<file path="config.mk">
export PLATFORM = sky130hd
export DESIGN_NAME = encap_top
export DESIGN_NICKNAME = d
export VERILOG_FILES = /design/src/logic/encap_pkg.sv /design/src/logic/encap_pio.sv /design/src/logic/encap_tunnel_table.sv /design/src/logic/encap_payload_fifo.sv /design/src/logic/encap_frame_builder.sv /design/src/logic/encap_ctrl.sv /design/src/logic/encap_top.sv
export VERILOG_INCLUDE_DIRS = /design/src /design/src/logic
export SDC_FILE = /design/constraint.sdc
export NUM_CORES = 2
export LEC_CHECK = 0
export BUFFER_PORTS_ARGS = -buffer_cell sky130_fd_sc_hd__buf_2
export CAP_MARGIN = 20
export CORE_UTILIZATION = 70
export CTS_BUF_LIST = sky130_fd_sc_hd__clkbuf_4
export CTS_CLUSTER_SIZE = 20
export DETAILED_ROUTE_END_ITERATION = 12
export PLACE_DENSITY_LB_ADDON = 0.12
export SETUP_SLACK_MARGIN = 0.4
export SYNTH_ARGS = -nofsm -noshare
export SYNTH_HDL_FRONTEND = slang
export SYNTH_SLANG_ARGS = --single-unit
</file>
<file path="constraint.sdc">
create_clock -name clk -period 6.8 [get_ports clk]
set_input_delay 0.68 -clock clk [delete_from_list [all_inputs] [get_ports clk]]
set_output_delay 0.68 -clock clk [all_outputs]
set_load 0.005 [all_outputs]
</file>
<file path="src/logic/encap_params.svh">
// ##########################################################
// Sizes, flow-control limits and register map of the engine
// The table depth and the FIFO depth must be powers of two
// ##########################################################
`ifndef ENCAP_PARAMS_SVH
`define ENCAP_PARAMS_SVH

`define ENCAP_WORD_W        32
`define ENCAP_TBL_DEPTH     16
`define ENCAP_FIFO_DEPTH    16
`define ENCAP_BP_MARGIN     4      // Free slots left when in_bp rises
`define ENCAP_OUT_CREDITS   4

`define ENCAP_REG_SRC_ADDR  8'h00
`define ENCAP_REG_QOS       8'h01
`define ENCAP_TBL_BASE      8'h10  // Table spans base to base + depth - 1

`endif

</file>
<file path="src/logic/encap_pkg.sv">
// ##########################################################
// Shared types of the encapsulation engine
// ##########################################################
`include "encap_params.svh"

package encap_pkg;

    typedef logic [`ENCAP_WORD_W-1:0] word_t;
    typedef logic [7:0] pio_addr_t;
    typedef logic [$clog2(`ENCAP_TBL_DEPTH)-1:0] tunnel_idx_t;
    typedef logic [15:0] seq_t;
    typedef logic [$clog2(`ENCAP_OUT_CREDITS+1)-1:0] credit_t;

    typedef enum logic [2:0] {
        IDLE, LOOKUP, HDR_TUNNEL, HDR_SRC, HDR_QOS, PAYLOAD
    } ctrl_state_t;

    typedef enum logic [1:0] {
        SEL_TUNNEL, SEL_SRC, SEL_QOS, SEL_PAYLOAD
    } word_sel_t;

endpackage

</file>
<file path="src/logic/encap_pio.sv">
`timescale 1ns/1ns
// ##########################################################
// Register bus: address on the start cycle, write data on the next
// Ack comes two cycles after start, rdata is valid with rvalid only
// Unmapped addresses read as zero, writes to them are dropped
// QoS register: TTL in [31:24], DSCP/ECN in [23:16]
// ##########################################################
`include "encap_params.svh"

module encap_pio (
    input  logic                   clk,
    input  logic                   reset,
    input  logic                   pio_start,
    input  logic                   pio_rw,
    input  encap_pkg::word_t       pio_addr_wdata,
    input  encap_pkg::word_t       tbl_rdata,
    output logic                   pio_ack,
    output logic                   pio_rvalid,
    output encap_pkg::word_t       pio_rdata,
    output logic                   tbl_wr,
    output logic                   tbl_rd,
    output encap_pkg::tunnel_idx_t tbl_addr,
    output encap_pkg::word_t       tbl_wdata,
    output encap_pkg::word_t       src_addr,
    output encap_pkg::word_t       qos
);
    import encap_pkg::*;

    logic      busy;        // Second bus cycle, data or read slot
    logic      rw_q;
    pio_addr_t addr_q;
    logic      sel_src;
    logic      sel_qos;
    logic      sel_tbl;
    logic      rd_tbl_q;    // Read data comes from the table
    word_t     rd_reg_q;

    assign sel_src = addr_q == `ENCAP_REG_SRC_ADDR;
    assign sel_qos = addr_q == `ENCAP_REG_QOS;
    assign sel_tbl = (addr_q >> $bits(tunnel_idx_t)) ==
                     (`ENCAP_TBL_BASE >> $bits(tunnel_idx_t));

    assign tbl_addr  = addr_q[$bits(tunnel_idx_t)-1:0];
    assign tbl_wdata = pio_addr_wdata;
    assign tbl_wr    = busy && !rw_q && sel_tbl;
    assign tbl_rd    = busy && rw_q && sel_tbl;
    assign pio_rdata = rd_tbl_q ? tbl_rdata : rd_reg_q;

    always_ff @(posedge clk) begin
        if (pio_start) begin
            rw_q   <= pio_rw;
            addr_q <= pio_addr_wdata[$bits(pio_addr_t)-1:0];
        end
        if (busy) begin
            rd_tbl_q <= sel_tbl;
            rd_reg_q <= sel_src ? src_addr : (sel_qos ? qos : '0);
        end
    end

    always_ff @(posedge clk) begin
        if (reset) begin
            busy       <= 1'b0;
            pio_ack    <= 1'b0;
            pio_rvalid <= 1'b0;
            src_addr   <= '0;
            qos        <= '0;
        end else begin
            busy       <= pio_start;
            pio_ack    <= busy;
            pio_rvalid <= busy && rw_q;
            if (busy && !rw_q && sel_src) src_addr <= pio_addr_wdata;
            if (busy && !rw_q && sel_qos) qos <= pio_addr_wdata;
        end
    end

endmodule

</file>
<file path="src/logic/encap_tunnel_table.sv">
`timescale 1ns/1ns
// ##########################################################
// Tunnel destination table, one write port, two read ports
// Contents power up as zero and are not cleared by reset
// A read in the same cycle as a write returns the old entry
// ##########################################################
`include "encap_params.svh"

module encap_tunnel_table (
    input  logic                   clk,
    input  logic                   tbl_wr,
    input  logic                   tbl_rd,
    input  encap_pkg::tunnel_idx_t tbl_addr,
    input  encap_pkg::word_t       tbl_wdata,
    input  logic                   lookup_rd,
    input  encap_pkg::tunnel_idx_t lookup_idx,
    output encap_pkg::word_t       tbl_rdata,
    output encap_pkg::word_t       lookup_data
);
    import encap_pkg::*;

    word_t mem [`ENCAP_TBL_DEPTH];

    initial begin
        for (int i = 0; i < `ENCAP_TBL_DEPTH; i++) begin
            mem[i] = '0;
        end
    end

    always_ff @(posedge clk) begin
        if (tbl_wr) mem[tbl_addr] <= tbl_wdata;
    end

    // Bus read port
    always_ff @(posedge clk) begin
        if (tbl_rd) tbl_rdata <= mem[tbl_addr];
    end

    // Lookup port, holds the entry until the next lookup
    always_ff @(posedge clk) begin
        if (lookup_rd) lookup_data <= mem[lookup_idx];
    end

endmodule

</file>
<file path="src/logic/encap_payload_fifo.sv">
`timescale 1ns/1ns
// ##########################################################
// Show-ahead input buffer, head is valid whenever empty is low
// in_bp rises at depth minus margin, the source must obey it
// ##########################################################
`include "encap_params.svh"

module encap_payload_fifo (
    input  logic             clk,
    input  logic             reset,
    input  logic             in_valid,
    input  encap_pkg::word_t in_data,
    input  logic             in_sop,
    input  logic             in_eop,
    input  logic             pop,
    output encap_pkg::word_t head_data,
    output logic             head_sop,
    output logic             head_eop,
    output logic             empty,
    output logic             in_bp
);
    import encap_pkg::*;

    localparam int PTR_W = $clog2(`ENCAP_FIFO_DEPTH);

    word_t            data_mem [`ENCAP_FIFO_DEPTH];
    logic             sop_mem  [`ENCAP_FIFO_DEPTH];
    logic             eop_mem  [`ENCAP_FIFO_DEPTH];
    logic [PTR_W-1:0] wr_ptr;
    logic [PTR_W-1:0] rd_ptr;
    logic [PTR_W:0]   count;
    logic             full;

    assign empty     = count == '0;
    assign full      = count == (PTR_W+1)'(`ENCAP_FIFO_DEPTH);
    assign in_bp     = count >= (PTR_W+1)'(`ENCAP_FIFO_DEPTH - `ENCAP_BP_MARGIN);
    assign head_data = data_mem[rd_ptr];
    assign head_sop  = sop_mem[rd_ptr];
    assign head_eop  = eop_mem[rd_ptr];

    always_ff @(posedge clk) begin
        if (in_valid) begin
            data_mem[wr_ptr] <= in_data;
            sop_mem[wr_ptr]  <= in_sop;
            eop_mem[wr_ptr]  <= in_eop;
        end
    end

    always_ff @(posedge clk) begin
        if (reset) begin
            wr_ptr <= '0;
            rd_ptr <= '0;
            count  <= '0;
        end else begin
            if (in_valid) wr_ptr <= wr_ptr + 1'b1;
            if (pop) rd_ptr <= rd_ptr + 1'b1;
            case ({in_valid, pop})
                2'b10:   count <= count + 1'b1;
                2'b01:   count <= count - 1'b1;
                default: count <= count;
            endcase
        end
    end

    // Source has to stop on in_bp before the margin runs out
    a_no_overflow: assert property (@(posedge clk) disable iff (reset)
        in_valid |-> !full);
    a_no_underflow: assert property (@(posedge clk) disable iff (reset)
        pop |-> !empty);

endmodule

</file>
<file path="src/logic/encap_frame_builder.sv">
`timescale 1ns/1ns
// ##########################################################
// Output stage, one word appears the cycle after emit
// QoS word is {qos[31:16], sequence}, sequence starts at zero
// out_data holds the last word while out_valid is low
// ##########################################################
`include "encap_params.svh"

module encap_frame_builder (
    input  logic                 clk,
    input  logic                 reset,
    input  logic                 emit,
    input  encap_pkg::word_sel_t word_sel,
    input  logic                 pkt_done,
    input  encap_pkg::word_t     lookup_data,
    input  encap_pkg::word_t     src_addr,
    input  encap_pkg::word_t     qos,
    input  encap_pkg::word_t     head_data,
    input  logic                 head_eop,
    output logic                 out_valid,
    output encap_pkg::word_t     out_data,
    output logic                 out_sop,
    output logic                 out_eop
);
    import encap_pkg::*;

    seq_t  seq;
    word_t sel_word;

    always_comb begin
        case (word_sel)
            SEL_TUNNEL: sel_word = lookup_data;
            SEL_SRC:    sel_word = src_addr;
            SEL_QOS:    sel_word = {qos[`ENCAP_WORD_W-1:$bits(seq_t)], seq};
            default:    sel_word = head_data;
        endcase
    end

    always_ff @(posedge clk) begin
        if (emit) out_data <= sel_word;
    end

    always_ff @(posedge clk) begin
        if (reset) begin
            out_valid <= 1'b0;
            out_sop   <= 1'b0;
            out_eop   <= 1'b0;
            seq       <= '0;
        end else begin
            out_valid <= emit;
            out_sop   <= emit && word_sel == SEL_TUNNEL;
            out_eop   <= emit && word_sel == SEL_PAYLOAD && head_eop;
            if (pkt_done) seq <= seq + 1'b1;    // Next packet number
        end
    end

endmodule

</file>
<file path="src/logic/encap_ctrl.sv">
`timescale 1ns/1ns
// ##########################################################
// Packet FSM and output credit counter
// One word per cycle while credit lasts, stalls at zero credit
// The receiver must never return more credits than words sent
// ##########################################################
`include "encap_params.svh"

module encap_ctrl (
    input  logic                 clk,
    input  logic                 reset,
    input  logic                 empty,
    input  logic                 head_sop,
    input  logic                 head_eop,
    input  logic                 out_credit,
    output logic                 pop,
    output logic                 lookup_rd,
    output logic                 emit,
    output encap_pkg::word_sel_t word_sel,
    output logic                 pkt_done
);
    import encap_pkg::*;

    ctrl_state_t state;
    ctrl_state_t state_nx;
    credit_t     credit;
    logic        has_credit;

    assign has_credit = credit != '0;

    always_comb begin
        state_nx  = state;
        pop       = 1'b0;
        lookup_rd = 1'b0;
        emit      = 1'b0;
        word_sel  = SEL_PAYLOAD;
        pkt_done  = 1'b0;
        case (state)
            IDLE: begin
                if (!empty) state_nx = LOOKUP;
            end
            LOOKUP: begin
                lookup_rd = 1'b1;       // Index from the sop word at the head
                state_nx  = HDR_TUNNEL;
            end
            HDR_TUNNEL: begin
                word_sel = SEL_TUNNEL;
                emit     = has_credit;
                if (has_credit) state_nx = HDR_SRC;
            end
            HDR_SRC: begin
                word_sel = SEL_SRC;
                emit     = has_credit;
                if (has_credit) state_nx = HDR_QOS;
            end
            HDR_QOS: begin
                word_sel = SEL_QOS;
                emit     = has_credit;
                if (has_credit) state_nx = PAYLOAD;
            end
            PAYLOAD: begin
                emit     = has_credit && !empty;    // Payload may still be arriving
                pop      = emit;
                pkt_done = emit && head_eop;
                if (pkt_done) state_nx = IDLE;
            end
            default: state_nx = IDLE;
        endcase
    end

    always_ff @(posedge clk) begin
        if (reset) begin
            state  <= IDLE;
            credit <= credit_t'(`ENCAP_OUT_CREDITS);
        end else begin
            state  <= state_nx;
            credit <= credit + credit_t'(out_credit) - credit_t'(emit);
        end
    end

    // Buffer keeps packets aligned, a new packet starts on sop
    a_sop_at_start: assert property (@(posedge clk) disable iff (reset)
        (state == IDLE && !empty) |-> head_sop);
    a_credit_max: assert property (@(posedge clk) disable iff (reset)
        credit <= credit_t'(`ENCAP_OUT_CREDITS));

endmodule

</file>
<file path="src/logic/encap_top.sv">
`timescale 1ns/1ns
// ##########################################################
// Tunnel encapsulation engine, single port, single clock
// Each packet leaves as tunnel, source, QoS words then payload
// ##########################################################

module encap_top (
    input  logic             clk,
    input  logic             reset,
    input  logic             pio_start,
    input  logic             pio_rw,
    input  encap_pkg::word_t pio_addr_wdata,
    input  logic             in_valid,
    input  encap_pkg::word_t in_data,
    input  logic             in_sop,
    input  logic             in_eop,
    input  logic             out_credit,
    output logic             pio_ack,
    output logic             pio_rvalid,
    output encap_pkg::word_t pio_rdata,
    output logic             in_bp,
    output logic             out_valid,
    output encap_pkg::word_t out_data,
    output logic             out_sop,
    output logic             out_eop
);
    import encap_pkg::*;

    logic        tbl_wr;
    logic        tbl_rd;
    tunnel_idx_t tbl_addr;
    word_t       tbl_wdata;
    word_t       tbl_rdata;
    word_t       src_addr;
    word_t       qos;
    word_t       lookup_data;
    word_t       head_data;
    logic        head_sop;
    logic        head_eop;
    logic        empty;
    logic        pop;
    logic        lookup_rd;
    logic        emit;
    word_sel_t   word_sel;
    logic        pkt_done;

    encap_pio u_pio (
        .clk(clk),
        .reset(reset),
        .pio_start(pio_start),
        .pio_rw(pio_rw),
        .pio_addr_wdata(pio_addr_wdata),
        .tbl_rdata(tbl_rdata),
        .pio_ack(pio_ack),
        .pio_rvalid(pio_rvalid),
        .pio_rdata(pio_rdata),
        .tbl_wr(tbl_wr),
        .tbl_rd(tbl_rd),
        .tbl_addr(tbl_addr),
        .tbl_wdata(tbl_wdata),
        .src_addr(src_addr),
        .qos(qos)
    );

    encap_tunnel_table u_tunnel_table (
        .clk(clk),
        .tbl_wr(tbl_wr),
        .tbl_rd(tbl_rd),
        .tbl_addr(tbl_addr),
        .tbl_wdata(tbl_wdata),
        .lookup_rd(lookup_rd),
        .lookup_idx(head_data[$bits(tunnel_idx_t)-1:0]),    // Direct index
        .tbl_rdata(tbl_rdata),
        .lookup_data(lookup_data)
    );

    encap_payload_fifo u_payload_fifo (
        .clk(clk),
        .reset(reset),
        .in_valid(in_valid),
        .in_data(in_data),
        .in_sop(in_sop),
        .in_eop(in_eop),
        .pop(pop),
        .head_data(head_data),
        .head_sop(head_sop),
        .head_eop(head_eop),
        .empty(empty),
        .in_bp(in_bp)
    );

    encap_frame_builder u_frame_builder (
        .clk(clk),
        .reset(reset),
        .emit(emit),
        .word_sel(word_sel),
        .pkt_done(pkt_done),
        .lookup_data(lookup_data),
        .src_addr(src_addr),
        .qos(qos),
        .head_data(head_data),
        .head_eop(head_eop),
        .out_valid(out_valid),
        .out_data(out_data),
        .out_sop(out_sop),
        .out_eop(out_eop)
    );

    encap_ctrl u_ctrl (
        .clk(clk),
        .reset(reset),
        .empty(empty),
        .head_sop(head_sop),
        .head_eop(head_eop),
        .out_credit(out_credit),
        .pop(pop),
        .lookup_rd(lookup_rd),
        .emit(emit),
        .word_sel(word_sel),
        .pkt_done(pkt_done)
    );

endmodule

</file>
==> flow_summary.yaml <==
synthesis:
  syn_area_sq_mm: 0.05758
  syn_nets: 3824
  ys_top_cells_by_count: "edfxtp_1, nand2_1, mux4_2"
  synth_most_common_cell: "edfxtp_1"
  avgSynthCellArea_sq_um: 15.40
  synthTopCellsByArea: "edfxtp_1, mux4_2, nand2_1"
  synth_edf_count: 1178
  yosysSeqAreaShare_pct: 65.22
  synth_async_sr_flop_share_pct: 0
  synth_top_area_share_pct: 61.43
  yosys_warnings: 0
  yosys_most_used_dff: "edfxtp_1"
  synth-seq-cells: 1287
  synth.largest_area_cell: "edfxtp_1"
  postSynthCellCount: 3739
  yosysUniqueCellTypes: 54
global_routing:
  track_usage_pct: 40.27
  grt_pass1_wl_um: 239700
  grt_overflow: 0
  grt_max_degree: 292
  antenna_found_initial: 6
  grt_pass1_vias: 38850
drt:
  avgRoutedWirePerCell_um: 30.70
  vias_per_cell: 7.101
  first_pass_iters: 6
  antenna_left: 0
  wl_um: 165500
  drc_errors: 0
  drtIter0Drc: 5132
  via_count: 38280
pwr:
  seqPwrFrac_pct: 51.8
  p_int_mw: 12.94
  p_sw_share_pct: 24.59
  ir_drop_mv: 0.2926
  power_mw: 17.16
  p_per_area_mw_per_mm2: 266.5
  power.switching_mw: 4.220
  power.leakage_nw: 21.40
  pwr-share-clk_pct: 39.4
  pwr-share-comb_pct: 8.7
timing:
  drv_slew: 0
  fmax_ghz: 0.2136
  period_share_pct: 68.86
  finalSetupTns_ns: 0
  relSlewSlack_pct: 7.817
  clock_skew_ns: 0.1091
  setup_viol: 0
  worst_hold_slack_ns: 0.1431
  hold_viol_final: 0
  post-route-min-period_ns: 4.682
  worst_pin_slew_ns: 1.383
  rsz0062_at_grt: "false"
run:
  maxCapViolCount: 0
final_layout:
  fill_cells: 4362
  final_nets: 4152
  drive_gt1_share_pct: 27.28
  syn2layout_area_growth_pct: 11.84
clock_network:
  cts_root_buf: "clkbuf_4"
  clock_path_buffers: 4
  h-tree-depth: 5
  cts_sinks: 1287
  insertion_delay_ns: 1.20
  tritoncts: "done"
  path_clk_slew_ns: 0.07
  cts_inserted_buffers: 331
  post-cts-setup-buffer-count: 0
  post_cts_resized: 0
  cts-hold-fix-buffers: 69
floorplanning:
  row_count: 104
  die_h_um: 288.8
  die_w_um: 288.8
  ios: 142
  initial_utilization_pct: 71.14
  coreArea_sq_mm: 0.08094
  fp.dieArea_sq_mm: 0.08341
worst_setup_path:
  cp.required_ns: 7.79
  crit_top_cell: "buf_12"
  crit_family: "multiplexers"
  cpPeakStageDelay_ns: 0.91
  setup.worst_path.class: "flop to flop"
  cp_slowest_cell: "dfxtp_4"
  timing.critical_path.cells: "mux4_2 > mux2_8 > buf_12 > mux2i_4 > buf_12 > nand2_1 > a311oi_1 > or4_1"
  endpoint_kind: "flop"
  cp-start-kind: "flop"
  critPathMaxFanout: 142
  cp.arrival_ns: 5.68
  crit_buf_inv: 2
place:
  hpwl_um: 90960
  io_buffers: 140
  gp_congestion: 0.8663
outcome:
  status: "finished, final reports clean"
min_path:
  worstHoldPathType: "input port to flop"
## stage by stage
stage | cells | instance area, sq um | worst slack [ns] | utilization [%]
3_3_place_gp | 4723 | 59350 | 2.286 | 73.33
3_5_place_dp | 4724 | 59380 | 2.272 | 73.36
5_1_grt | 5388 | 64390 | 1.967 | 79.56
6_report | 5390 | 64400 | 2.118 | 79.56
4_1_cts | 5384 | 64360 | 2.261 | 79.51
2_1_floorplan | 3739 | 57580 | 2.380 | -
## cells by family (layout without fill, tap and decap cells)
kind of cell	count (synthesis)	in the layout	share of synthesized area [%]
xor gates and xnor gates	27	27	0.4107
other	0	5	0
AOI/OAI and AO/OA	320	320	4.013
buffers and inverters	311	897	2.179
muxes	541	541	16.54
adders and majority gates	13	13	0.2955
DFF	1287	1287	65.22
and+or+nand+nor	1240	1240	11.34
## routing by layer
metal  GRT usage [%]  share of wire, %
met5               0            0.0060
met1           48.43                32
met4           28.26               7.2
met3           10.70                12
met2           63.95                49
## layout by cell type, fill, tap and decap left out, types with 8 or more instances in the layout
cell and count:
edfxtp_1 1178, nand2_1 670, clkbuf_4 490, mux4_2 323
mux2i_1 173, buf_2 139, nor3b_1 129, and3b_1 128
nor4_1 110, a311oi_1 109, dfxtp_1 102, buf_4 78
clkinv_1 76, a21oi_1 72, dlygate4sd3_1 69, nor2_1 53
mux2_2 40, o21ai_0 36, a22o_1 32, or4_1 22
o211ai_1 21, nor4_2 21, xor2_1 20, and2_2 16
or3_1 15, nand3_1 13, nor2_4 13, a211o_1 12
ha_1 12, inv_1 11, a211oi_1 11, a31oi_1 10
clkinv_2 9, o22ai_1 8, bufinv_16 8
## cell type report
cell class                      count  area [sq um]  area share [%]
Sequential cell                  1287         37570           58.34
Clock buffer                      490          3679           5.712
Inverter                           11         41.29         0.06412
Timing Repair Buffer              295          2167           3.365
Tap cell                         1060          1326           2.060
Clock inverter                    101         611.8          0.9501
Multi-Input combinational cell   2141         18990           29.48
Antenna cell                        5         12.51         0.01943
## final timing paths
| check | to | from | cells after the start | slack [ns] |
|---|---|---|---|---|
| setup reg to reg | u_tunnel_table.lookup_data[18] | flop | 8 | 2.12 |
| hold reg to reg | u_pio.qos[2] | u_pio.qos[2] | 2 | 0.46 |
| hold / removal | u_payload_fifo.count[1] | reset | 2 | 0.14 |
| setup / recovery | u_tunnel_table.lookup_data[18] | flop | 8 | 2.12 |
## power by group through the flow
stage	logic (mW)	registers [mW]	clock network [mW]
floorplan	0.830	9.02	0
global placement	1.35	9.06	0
detailed placement	1.40	9.06	0
CTS	1.45	8.90	6.81
global route	1.55	8.90	7.24
finish	1.50	8.90	6.77
## flip-flops by register name, indices dropped and copies added (netlist names), 3 cells and up, named ones only
register	count
u_pio.src_addr	32
u_tunnel_table.lookup_data	32
u_tunnel_table.mem	512
u_payload_fifo.eop_mem	16
u_payload_fifo.count	5
u_pio.addr_q	8
u_ctrl.credit	3
u_frame_builder.seq	16
u_tunnel_table.tbl_rdata	32
u_payload_fifo.rd_ptr	4
u_payload_fifo.wr_ptr	4
u_pio.rd_reg_q	32
u_pio.qos	32
u_ctrl.state	3
u_frame_builder.out_data	32
u_payload_fifo.data_mem	512
No activity file was read; power rests on OpenSTA's default activity.
